## config.mk

```make
export PLATFORM = sky130hd
export DESIGN_NAME = id_stage
export DESIGN_NICKNAME = d
export VERILOG_FILES = /design/src/hw/rv_decode_pkg.sv /design/src/hw/reg_file.sv /design/src/hw/imm_gen.sv /design/src/hw/target_gen.sv /design/src/hw/id_control.sv /design/src/hw/id_stage.sv
export VERILOG_INCLUDE_DIRS = /design/src /design/src/include
export SDC_FILE = /design/constraint.sdc
export NUM_CORES = 2
export LEC_CHECK = 0
export ABC_CLOCK_PERIOD_IN_PS = 5450
export BUFFER_PORTS_ARGS = -buffer_cell sky130_fd_sc_hd__buf_2
export CORE_ASPECT_RATIO = 0.5
export CORE_MARGIN = 3
export CORE_UTILIZATION = 56
export DETAILED_ROUTE_END_ITERATION = 6
export PLACE_DENSITY = 0.78
export SKIP_LAST_GASP = 1
export SLEW_MARGIN = 20
export SYNTH_ARGS = -nofsm -noshare
export SYNTH_HDL_FRONTEND = slang
export SYNTH_SLANG_ARGS = --single-unit
```

## constraint.sdc

```tcl
create_clock -name clk -period 5.45 [get_ports clk]
set_clock_uncertainty 0.1 [all_clocks]
set_input_delay 0 -clock clk [delete_from_list [all_inputs] [get_ports clk]]
set_output_delay 0 -clock clk [all_outputs]
set_load 0.005 [all_outputs]
```

## src/include/rv_decode_defines.svh

```systemverilog
`ifndef RV_DECODE_DEFINES_SVH
`define RV_DECODE_DEFINES_SVH

// RV32I base opcodes
`define OP_LUI      7'b0110111
`define OP_AUIPC    7'b0010111
`define OP_JAL      7'b1101111
`define OP_JALR     7'b1100111
`define OP_BRANCH   7'b1100011
`define OP_LOAD     7'b0000011
`define OP_STORE    7'b0100011
`define OP_IMM      7'b0010011
`define OP_REG      7'b0110011

// addi x0, x0, 0
`define NOP         32'h0000_0013

// Instruction source, indexed by PC bit 30
`define INST_BIOS   1'b1
`define INST_IMEM   1'b0

// Immediate formats
`define IMM_I       3'd0
`define IMM_S       3'd1
`define IMM_B       3'd2
`define IMM_U       3'd3
`define IMM_J       3'd4

// Target generator modes
`define TGT_NONE    2'd0
`define TGT_JAL     2'd1
`define TGT_BR      2'd2
`define TGT_JALR    2'd3

// Jalr base sources
`define FWD_NONE    2'd0 // Register file
`define FWD_EX      2'd1
`define FWD_MEM     2'd2
`define FWD_WB      2'd3

`endif

```

## src/hw/rv_decode_pkg.sv

```systemverilog
package rv_decode_pkg;

    // One instruction word, read through each encoding format
    typedef union packed {
        struct packed {
            logic [6:0] funct7;
            logic [4:0] rs2;
            logic [4:0] rs1;
            logic [2:0] funct3;
            logic [4:0] rd;
            logic [6:0] opcode;
        } r;
        struct packed {
            logic [11:0] imm_11_0;
            logic [4:0]  rs1;
            logic [2:0]  funct3;
            logic [4:0]  rd;
            logic [6:0]  opcode;
        } i;
        struct packed {
            logic [6:0] imm_11_5;
            logic [4:0] rs2;
            logic [4:0] rs1;
            logic [2:0] funct3;
            logic [4:0] imm_4_0;
            logic [6:0] opcode;
        } s;
        struct packed {
            logic       imm_12;
            logic [5:0] imm_10_5;
            logic [4:0] rs2;
            logic [4:0] rs1;
            logic [2:0] funct3;
            logic [3:0] imm_4_1;
            logic       imm_11;
            logic [6:0] opcode;
        } b;
        struct packed {
            logic [19:0] imm_31_12;
            logic [4:0]  rd;
            logic [6:0]  opcode;
        } u;
        struct packed {
            logic       imm_20;
            logic [9:0] imm_10_1;
            logic       imm_11;
            logic [7:0] imm_19_12;
            logic [4:0] rd;
            logic [6:0] opcode;
        } j;
    } rv_inst_u;

endpackage

```

## src/hw/reg_file.sv

```systemverilog
`timescale 1ns/1ps

module reg_file (
    input  logic        clk,
    input  logic        rst_n,
    input  logic        we,
    input  logic [4:0]  wa,
    input  logic [31:0] wd,
    input  logic [4:0]  ra1,
    input  logic [4:0]  ra2,
    output logic [31:0] rd1,
    output logic [31:0] rd2
);

    logic [31:0] regs [1:31]; // x0 has no storage
    logic        wr_en;

    assign wr_en = we && (wa != 5'd0);

    always_ff @(posedge clk or negedge rst_n) begin
        if (!rst_n) begin
            for (int k = 1; k < 32; k++) begin
                regs[k] <= 32'd0;
            end
        end else if (wr_en) begin
            regs[wa] <= wd;
        end
    end

    // Write-through so ID sees the value WB is retiring this cycle
    always_comb begin
        if (ra1 == 5'd0)
            rd1 = 32'd0;
        else if (wr_en && (wa == ra1))
            rd1 = wd;
        else
            rd1 = regs[ra1];

        if (ra2 == 5'd0)
            rd2 = 32'd0;
        else if (wr_en && (wa == ra2))
            rd2 = wd;
        else
            rd2 = regs[ra2];
    end

endmodule

```

## src/hw/imm_gen.sv

```systemverilog
`timescale 1ns/1ps
`include "rv_decode_defines.svh"

module imm_gen
    import rv_decode_pkg::*;
(
    input  rv_inst_u    inst,
    input  logic [2:0]  sel,
    output logic [31:0] imm
);

    always_comb begin
        case (sel)
            `IMM_I: begin
                imm = {{20{inst.i.imm_11_0[11]}}, inst.i.imm_11_0};
            end
            `IMM_S: begin
                imm = {{20{inst.s.imm_11_5[6]}}, inst.s.imm_11_5, inst.s.imm_4_0};
            end
            `IMM_B: begin // Even offsets only
                imm = {{19{inst.b.imm_12}},
                       inst.b.imm_12,
                       inst.b.imm_11,
                       inst.b.imm_10_5,
                       inst.b.imm_4_1,
                       1'b0};
            end
            `IMM_U: begin
                imm = {inst.u.imm_31_12, 12'd0}; // Upper 20 bits, low bits zero
            end
            `IMM_J: begin
                imm = {{11{inst.j.imm_20}},
                       inst.j.imm_20,
                       inst.j.imm_19_12,
                       inst.j.imm_11,
                       inst.j.imm_10_1,
                       1'b0};
            end
            default: begin
                imm = 32'd0;
            end
        endcase
    end

endmodule

```

## src/hw/target_gen.sv

```systemverilog
`timescale 1ns/1ps
`include "rv_decode_defines.svh"

module target_gen (
    input  logic [31:0] pc,
    input  logic [1:0]  sel,
    input  logic [1:0]  fwd_sel,
    input  logic [31:0] rd1,
    input  logic [31:0] ex_alu,
    input  logic [31:0] mem_alu,
    input  logic [31:0] wb_wdata,
    input  logic [31:0] imm,
    output logic [31:0] target,
    output logic        target_taken,
    output logic        branch_taken
);

    logic [31:0] base;     // Jalr base after forwarding
    logic [31:0] pc_sum;
    logic [31:0] base_sum;

    always_comb begin
        case (fwd_sel)
            `FWD_EX:  base = ex_alu;
            `FWD_MEM: base = mem_alu;
            `FWD_WB:  base = wb_wdata;
            default:  base = rd1;
        endcase
    end

    assign pc_sum   = pc + imm;
    assign base_sum = base + imm;

    always_comb begin
        target       = 32'd0;
        target_taken = 1'b0;
        branch_taken = 1'b0;
        case (sel)
            `TGT_JAL: begin
                target       = pc_sum;
                target_taken = 1'b1;
            end
            `TGT_BR: begin
                // Static prediction, backward taken and forward not taken
                target       = pc_sum;
                target_taken = imm[31];
                branch_taken = imm[31];
            end
            `TGT_JALR: begin
                target       = {base_sum[31:1], 1'b0};
                target_taken = 1'b1;
            end
            default: begin
                target = 32'd0; // No redirect
            end
        endcase
    end

endmodule

```

## src/hw/id_control.sv

```systemverilog
`timescale 1ns/1ps
`include "rv_decode_defines.svh"

module id_control
    import rv_decode_pkg::*;
(
    input  rv_inst_u   inst,
    input  rv_inst_u   ex_inst,
    input  rv_inst_u   mem_inst,
    input  rv_inst_u   wb_inst,
    output logic [2:0] imm_sel,
    output logic [1:0] tgt_sel,
    output logic [1:0] fwd_sel,
    output logic       stall
);

    // Opcodes that produce a register result
    function automatic logic writes_rd(input logic [6:0] op);
        case (op)
            `OP_LUI, `OP_AUIPC, `OP_JAL, `OP_JALR,
            `OP_LOAD, `OP_IMM, `OP_REG: writes_rd = 1'b1;
            default:                    writes_rd = 1'b0;
        endcase
    endfunction

    logic [6:0] opcode;
    logic [4:0] rs1;
    logic [4:0] rs2;
    logic       uses_rs2;
    logic       ex_hit;
    logic       mem_hit;
    logic       wb_hit;
    logic       ex_load_rs1;
    logic       ex_load_rs2;
    logic       mem_load_rs1;

    assign opcode   = inst.r.opcode;
    assign rs1      = inst.i.rs1;
    assign rs2      = inst.s.rs2;
    assign uses_rs2 = (opcode == `OP_STORE) || (opcode == `OP_BRANCH) || (opcode == `OP_REG);

    assign ex_hit  = writes_rd(ex_inst.r.opcode) && (ex_inst.r.rd != 5'd0)
                     && (ex_inst.r.rd == rs1);
    assign mem_hit = writes_rd(mem_inst.r.opcode) && (mem_inst.r.rd != 5'd0)
                     && (mem_inst.r.rd == rs1);
    assign wb_hit  = writes_rd(wb_inst.r.opcode) && (wb_inst.r.rd != 5'd0)
                     && (wb_inst.r.rd == rs1);

    // Load data is not ready until after MEM
    assign ex_load_rs1  = (ex_inst.i.opcode == `OP_LOAD) && (ex_inst.i.rd != 5'd0)
                          && (ex_inst.i.rd == rs1);
    assign ex_load_rs2  = (ex_inst.i.opcode == `OP_LOAD) && (ex_inst.i.rd != 5'd0)
                          && (ex_inst.i.rd == rs2) && uses_rs2;
    assign mem_load_rs1 = (mem_inst.i.opcode == `OP_LOAD) && (mem_inst.i.rd != 5'd0)
                          && (mem_inst.i.rd == rs1);

    assign stall = ex_load_rs1 || ex_load_rs2 || ((opcode == `OP_JALR) && mem_load_rs1);

    always_comb begin
        if (ex_hit)
            fwd_sel = `FWD_EX;  // Youngest producer wins
        else if (mem_hit)
            fwd_sel = `FWD_MEM;
        else if (wb_hit)
            fwd_sel = `FWD_WB;
        else
            fwd_sel = `FWD_NONE;
    end

    always_comb begin
        imm_sel = `IMM_I;
        tgt_sel = `TGT_NONE;
        case (opcode)
            `OP_STORE:          imm_sel = `IMM_S;
            `OP_LUI, `OP_AUIPC: imm_sel = `IMM_U;
            `OP_BRANCH: begin
                imm_sel = `IMM_B;
                tgt_sel = `TGT_BR;
            end
            `OP_JAL: begin
                imm_sel = `IMM_J;
                tgt_sel = `TGT_JAL;
            end
            `OP_JALR: begin
                tgt_sel = stall ? `TGT_NONE : `TGT_JALR; // Base not valid yet
            end
            default:            imm_sel = `IMM_I;
        endcase
    end

endmodule

```

## src/hw/id_stage.sv

```systemverilog
`timescale 1ns/1ps
`include "rv_decode_defines.svh"

module id_stage
    import rv_decode_pkg::*;
(
    input  logic        clk,
    input  logic        rst_n,
    input  logic        ex_flush,
    input  logic [31:0] id_pc,
    input  logic [31:0] id_bios_inst,
    input  logic [31:0] id_imem_inst,
    input  logic        wb_regwen,
    input  logic [31:0] ex_alu,   // Forwarded into jalr base
    input  logic [31:0] mem_alu,  // Forwarded into jalr base
    input  logic [31:0] mem_inst, // For hazard and forward checks
    input  logic [31:0] wb_wdata,
    input  logic [31:0] wb_inst,
    output logic [31:0] id_target,
    output logic        id_target_taken,
    output logic        ex_br_taken,
    output logic [31:0] ex_pc,
    output logic [31:0] ex_rd1,
    output logic [31:0] ex_rd2,
    output logic [31:0] ex_imm,
    output logic [31:0] ex_inst,
    output logic        id_stall
);

    rv_inst_u    id_inst;
    logic [4:0]  ra1;
    logic [4:0]  ra2;
    logic [31:0] rd1;
    logic [31:0] rd2;
    logic [2:0]  imm_sel;
    logic [31:0] imm;
    logic [1:0]  tgt_sel;
    logic [1:0]  fwd_sel;
    logic        br_taken;

    // Boot ROM lives in the upper address region
    always_comb begin
        case (id_pc[30])
            `INST_BIOS: id_inst = id_bios_inst;
            `INST_IMEM: id_inst = id_imem_inst;
            default:    id_inst = id_imem_inst;
        endcase
    end

    assign ra1 = id_inst.r.rs1;
    assign ra2 = id_inst.r.rs2;

    reg_file u_reg_file (
        .clk   (clk),
        .rst_n (rst_n),
        .we    (wb_regwen),
        .wa    (wb_inst[11:7]),
        .wd    (wb_wdata),
        .ra1   (ra1),
        .ra2   (ra2),
        .rd1   (rd1),
        .rd2   (rd2)
    );

    imm_gen u_imm_gen (
        .inst (id_inst),
        .sel  (imm_sel),
        .imm  (imm)
    );

    id_control u_id_control (
        .inst     (id_inst),
        .ex_inst  (ex_inst),
        .mem_inst (mem_inst),
        .wb_inst  (wb_inst),
        .imm_sel  (imm_sel),
        .tgt_sel  (tgt_sel),
        .fwd_sel  (fwd_sel),
        .stall    (id_stall)
    );

    target_gen u_target_gen (
        .pc           (id_pc),
        .sel          (tgt_sel),
        .fwd_sel      (fwd_sel),
        .rd1          (rd1),
        .ex_alu       (ex_alu),
        .mem_alu      (mem_alu),
        .wb_wdata     (wb_wdata),
        .imm          (imm),
        .target       (id_target),
        .target_taken (id_target_taken),
        .branch_taken (br_taken)
    );

    // ID/EX registers, a bubble is a NOP with zeroed payload
    always_ff @(posedge clk or negedge rst_n) begin
        if (!rst_n) begin
            ex_pc       <= 32'd0;
            ex_rd1      <= 32'd0;
            ex_rd2      <= 32'd0;
            ex_imm      <= 32'd0;
            ex_br_taken <= 1'b0;
            ex_inst     <= `NOP;
        end else if (id_stall || ex_flush) begin
            ex_pc       <= 32'd0;
            ex_rd1      <= 32'd0;
            ex_rd2      <= 32'd0;
            ex_imm      <= 32'd0;
            ex_br_taken <= 1'b0;
            ex_inst     <= `NOP;
        end else begin
            ex_pc       <= id_pc;
            ex_rd1      <= rd1;
            ex_rd2      <= rd2;
            ex_imm      <= imm;
            ex_br_taken <= br_taken;
            ex_inst     <= id_inst;
        end
    end

endmodule

```

-- Yosys cells after proc, flatten, opt, wreduce, memory -nomap -nowiden
Cells that the tools add are included.
- bits in registers: 1153
- bits of input ports: 260
- output and inout port bits: 195
- add/subtract/negate cells: 2
- order comparisons: 4
- eq/ne operators: 43
- mux-type cells: 34
- bitwise gates (word level): 4
- reductions and logical operators: 34
- operators by type and width (kind ; number):
    $bwmux W992 ; 1
    $mux W32 ; 14
    $bmux W32 S5 ; 2
    $demux W32 S5 ; 1
    $pmux W32 S5 ; 1
    $pmux W32 S2 ; 2
    $pmux W32 S3 ; 1
    $add A32 B32 Y32 ; 2
    $eq A7 B6 Y1 const B ; 9
    $eq A7 B7 Y1 const B ; 9
    $eq A7 B5 Y1 const B ; 7
    $eq A5 B5 Y1 ; 5
    $eq A7 B2 Y1 const B ; 3
    $reduce_or A7 Y1 ; 3
    $ge A6 B6 Y1 const B ; 3
    $not A5 Y6 ; 3
    $logic_and A1 B1 Y1 ; 17
    $reduce_bool A5 Y1 ; 3
    $pmux W3 S4 ; 1
    $logic_not A5 Y1 ; 2
    $eq A2 B2 Y1 const B ; 4
    $mux W2 ; 4
    $eq A3 B2 Y1 const B ; 2
    $lt A6 B1 Y1 const B ; 1
    10 further kinds ; 21

-- Logic depth before layout (Yosys ltp)
- depth in word-level cells: 13
- gate-level depth with buffers: 31
- gate-level depth less buffers: 24

-- Cells and area by module
A second synthesis with hierarchy kept.
- cell total of the unflattened synthesis: 4717
- area total of the unflattened synthesis: 64813.4 um2
- modules (own cells, without submodules) (module ; times used ; cells an instance ; area an instance (um2)):
    reg_file ; 1 ; 3615 ; 53659.0
    id_stage ; 1 ; 377 ; 5686.7
    target_gen ; 1 ; 547 ; 4357.9
    id_control ; 1 ; 84 ; 569.3
    imm_gen ; 1 ; 94 ; 540.5

-- Least setup slack after synthesis
No wires, ideal clock.
- path type: input to output
- start: input port id_pc[30]
- end: output port id_target[28]
- arrival time: 5.482 ns
- required time: 5.350 ns
- setup slack: -0.132 ns
- stages on the path: 24
- cells stage by stage: buf_6 -> mux2i_4 -> xnor2_1 -> a2111oi_4 -> and3_1 -> clkbuf_1 -> buf_1 -> clkbuf_1 -> mux2i_1 -> nand2_1 -> o21ai_0 -> o21ai_0 -> fa_1 -> a21o_1 -> a21o_1 -> a211oi_1 -> o31ai_1 -> o21ai_0 -> a21o_1 -> o311ai_0 -> and3_1 -> o21a_1 -> or3_1 -> a32o_1
- longest elaborated chain between the ends: 13
- elaborated cells on any way between the ends: 57
- ends and longest elaborated chain (what ; RTL line ; text):
    from (decl) ; id_stage.sv:10 ; input logic [31:0] id_pc,
    $not A1 Y1 ; id_stage.sv:43 ; case (id_pc[30])
    $pmux W32 S2 (*) ; id_stage.sv:43 ;
    branches (longest 10 deep; another with $add A32 B32 Y32) ; n/a ;
    $pmux W32 S2 (*) ; target_gen.sv:38 ; case (sel)
    to (decl) ; id_stage.sv:19 ; output logic [31:0] id_target,
Mark *: on every way between the ends. The select of a mux whose other input is x is not followed.

-- Worst setup path after layout
- start: register ex_inst[7]
- end: output port id_target[31]
- longest elaborated chain between the ends: 11
- elaborated cells on any way between the ends: 24
- ends and longest elaborated chain (what ; RTL line ; text):
    from (decl) ; id_stage.sv:26 ; output logic [31:0] ex_inst,
    from (signal assigned) ; id_stage.sv:104 ; ex_inst <= `NOP;
    from (signal assigned) ; id_stage.sv:111 ; ex_inst <= `NOP;
    from (signal assigned) ; id_stage.sv:118 ; ex_inst <= id_inst;
    branches (longest 10 deep; another with $add A32 B32 Y32) ; n/a ;
    $pmux W32 S2 (*) ; target_gen.sv:38 ;
Mark *: on every way between the ends.

==> summary.md <==
| Metric | Value |
|---|---|
| Highest clock rate | `182 MHz` |
| Placed insts | `between 8000 and 9000` |
| Yosys reg bits | `about 1200` |
| Setup TNS | `-58.0 ps` |
| Final Power | `26.7 mW` |
| Die height | `248 um` |
| Clock period minus final worst setup slack | `roughly 5500 ps` |
| Pleak | `35.5 nW` |
| Cells after synthesis | `6354` |
| Syn Std Cell Area | `0.0658 mm2` |
| Clk_lat worst skew | `760 ps` |
| Met3 GRT Util | `14.3%` |
| TritonRoute pass-1 iters | `7` |
| Final non-filler cell area | `0.0786 mm2` |
| CP Max Fanout | `22` |
| Final max-slew violation count | `0` |
| IO Port Bufs | `414` |
| Status | `finished with violations` |
| Pint | `18.0 mW` |
| Portion of netlist area occupied by mux cells | `27.2%` |
| YS warnings | `0` |
| Via Count | `approximately 60000` |
| Routed wire length | `between 200000 and 300000 um` |
| FP Rows | `88` |
| Placed Area | `0.0719 mm2` |
| First-pass GRT wire length | `around 370000 um` |
| Post-synth ARST share | `100%` |
| Setup slack after layout | `-40.3 ps` |
| Post-Synth Adder-Cell Area | `1.30%` |
| Fin cells | `approximately 8700` |
| Area grow syn2layout | `19.5%` |
| Busiest layer in global routing | `met2` |
| Initial antenna violation count | `15` |
| Max Cap Violations | `0` |
| Die Span X | `491 um` |
| Post-synth EDFFs | `0` |
| Vias in the first global route | `58838` |
| Comb pwr share | `~28%` |
| Largest net degree at the start of global routing | `152` |
| Initial drt markers | `9208` |
| Final Setup Violations | `2` |
| Clk root buf | `clkbuf_16` |
| Fin. Hold Viols | `0` |
| Core box area | `0.116 mm2` |
| Worst rel slew slack | `18.0%` |
| Boundary Pins | `455` |
| # clock sinks | `1153` |
| Worst-margin pin slew | `1230 ps` |
| Failing checks | `design-rule violations, negative setup slack` |
| Startpoint Class | `flop` |
| WL/cell | `approximately 29 um` |
| Starting Density | `roughly 57%` |
| CP arrival | `5390 ps` |
| Sw frac | `32.3%` |
| CP Capture Type | `primary output` |
| XOR/XNOR Fraction of Synth Area | `0.892%` |
| Clock-pin slew on the worst setup and hold paths | `60 ps` |
| Fraction of the mapped netlist area in simple logic gates | `between 10% and 20%` |
| Main combinational cell family by area after synthesis | `multiplexers` |
| Kind of critical path | `flop to primary output` |
| Num CTS Buffers | `~110` |
| Share of post-route cells with drive strength above 1 | `between 30% and 40%` |
| DR DRC count | `4` |
| Clock tree buffer depth | `3` |
| CTS tree | `built` |
| Worst hold path class | `primary input to flop` |
| Global placement routability congestion | `0.991` |
| H-Tree Depth | `3` |
| RSZ-0062 raised after global routing | `yes` |
| Die area | `between 0.1 and 0.15 mm2` |
| Primary FF master, synth | `dfrtp_1` |
| Post-DP HPWL | `about 160000 um` |
| Post-synthesis net count | `around 6700` |
| Grt total ovfl | `0` |
| Switching pwr | `8.61 mW` |
| Met2 usage | `61.2%` |
| Post-route ant nets | `0` |
| Reg power frac | `42.4%` |
| Syn_area_per_cell | `10.4 um2` |
| CP required | `5350 ps` |
| VDD IR max | `0.268 mV` |
| Vias per cell | `6.90` |
| M1 GR Usage | `roughly half` |
| Pwr dens | `339 mW/mm2` |
| Sequential-to-total area share from yosys stat | `43.9%` |
| Synth cell types | `83` |
| Compound-cell area share of the yosys netlist | `under 10%` |
| Clk pwr share | `a little under 30%` |
| Nets | `7306` |
| Final Cycle Share | `101%` |
| Total track usage | `about two fifths` |
==> cell type report <==
class | count | area [um2]
Multi-Input combinational cell | 4591 | 35600
Fill cell | 8237 | 37400
Tap cell | 1575 | 1970
Inverter | 31 | 116
Sequential cell | 1153 | 28900
Antenna cell | 13 | 32.5
Timing Repair Buffer | 1097 | 8390
Clock buffer | 149 | 3050
Clock inverter | 41 | 548
==> sequential cells by signal (all words and copies together) (netlist names) <==
register,cells
u_reg_file.regs,992
ex_imm,32
ex_inst,32
ex_pc,32
ex_rd1,32
ex_rd2,32
ex_br_taken,1
==> cell usage in the layout (no fill, tap or decap), drive strengths merged, types with 9 or more instances in the layout <==
master	Yosys	final
xor2	20	20
dfrtp	1150	1150
o22ai	13	13
mux2i	160	160
o31ai	9	9
mux2	1009	1009
bufinv	0	9
clkinv	0	24
o2111ai	36	36
buf	117	918
and2	94	94
a21oi	167	167
o21ai	191	191
or3	13	13
a22oi	9	9
a221oi	31	31
nand3	489	489
nor3	17	17
inv	31	34
a21o	33	33
mux4	217	217
nor2	260	260
nor2b	14	14
ha	65	65
nand2b	15	15
nand2	1201	1201
o21a	10	10
a211oi	43	43
a311oi	67	67
and3	73	73
o211ai	17	17
clkbuf	462	150
nand4	40	40
diode	0	13
o21bai	11	11
xnor2	47	47
dlygate4sd3	0	178
a31oi	131	131
==> Yosys cell counts, drive strengths merged, types with 9 or more instances <==
cell     count  area, um2
a211oi      43        328
o21bai      11       82.6
and2        94        588
nand2b      15       93.8
and3        73        457
ha          65        813
xnor2       47        412
xor2        20        175
clkbuf     462       1730
nor2b       14       87.6
nor3        17       90.1
o2111ai     36        315
a31oi      131        826
a311oi      67        587
o21ai      191        956
a221oi      31        272
mux2      1009      11400
inv         31        116
a21o        33        248
o31ai        9       72.6
a22oi        9       72.6
nor2       260        986
a21oi      167        836
mux4       217       4890
o22ai       13       81.3
o21a        10       75.1
nand3      489       2450
or3         13       81.3
mux2i      160       1650
dfrtp     1150      28800
nand4       40        250
o211ai      17        128
buf        117        508
nand2     1201       4510
==> worst max-delay path: stages, from the launching register on <==
cell and delay [ps]:
dfrtp_1 380, or4_4 530, o211ai_1 320, a21oi_2 90
and3_4 190, buf_4 150, buf_12 150, nand2_4 90
o21ai_4 70, ha_4 270, buf_4 90, buf_4 110
nand2_1 60, a211oi_2 500, o211ai_1 200, a2111o_1 490
buf_4 160, a31oi_4 160, mux2i_1 90, or3_1 370
buf_2 140
==> kinds of logic after synthesis <==
| logic type | count (synthesis) |
|---|---|
| AOI/OAI and AO/OA | 815 |
| buffers and inverters | 610 |
| muxes | 1386 |
| adders and majority gates | 67 |
| xor gates and xnor gates | 67 |
| and+or+nand+nor | 2256 |
| DFF | 1153 |
==> power by group through the flow <==
stage | combinational, mW | clock, mW | sequential, mW
floorplan | 4.47 | 0 | 11.0
global placement | 6.61 | 0 | 11.2
detailed placement | 6.83 | 0 | 11.3
CTS | 7.09 | 7.89 | 11.2
global route | 7.94 | 8.26 | 11.4
finish | 7.46 | 7.90 | 11.3
==> worst paths after layout <==
| path | startpoint | endpoint | slack (ps) | depth (start not counted) |
|---|---|---|---|---|
| min | id_pc[30] | ex_pc[30] | 10 | 6 |
| min reg2reg | u_reg_file.regs[672] | u_reg_file.regs[672] | 410 | 1 |
| max in group asynchronous | rst_n | u_reg_file.regs[100] | 4380 | 3 |
| max reg2reg | ex_inst[7] | ex_pc[31] | 1490 | 11 |
| max | ex_inst[7] | id_target[31] | -40 | 20 |
| min in group asynchronous | rst_n | u_reg_file.regs[513] | 50 | 3 |
==> layer usage <==
layer  up-vias  part of all wire, %
met5         -                0.078
met4        12                  7.3
met3      1223                   14
met2      4841                   44
met1     29489                   35
li1      24100                    -
==> metrics by stage <==
step                      hold WS, ps  util (%)  setup slack, ps
after CTS                        1.53      67.0            -32.6
after detailed placement         44.9      62.0             -370
after floorplan                  -396         -             1.23
after global routing             25.0      67.8             -177
final                            14.7      67.8            -40.3
after global placement           36.9      61.9             -226
==> what timing repair did <==
item | in CTS | in global routing
endpoints found under the setup margin | 16 | 18
gates resized for setup | 67 | 135
buffers inserted | 23 | 37
pin swaps | 31 | 84
endpoints found under the hold margin | 1406 | 0
hold buffers | 179 | 0
Note: power is estimated with default switching activity, not from simulation.
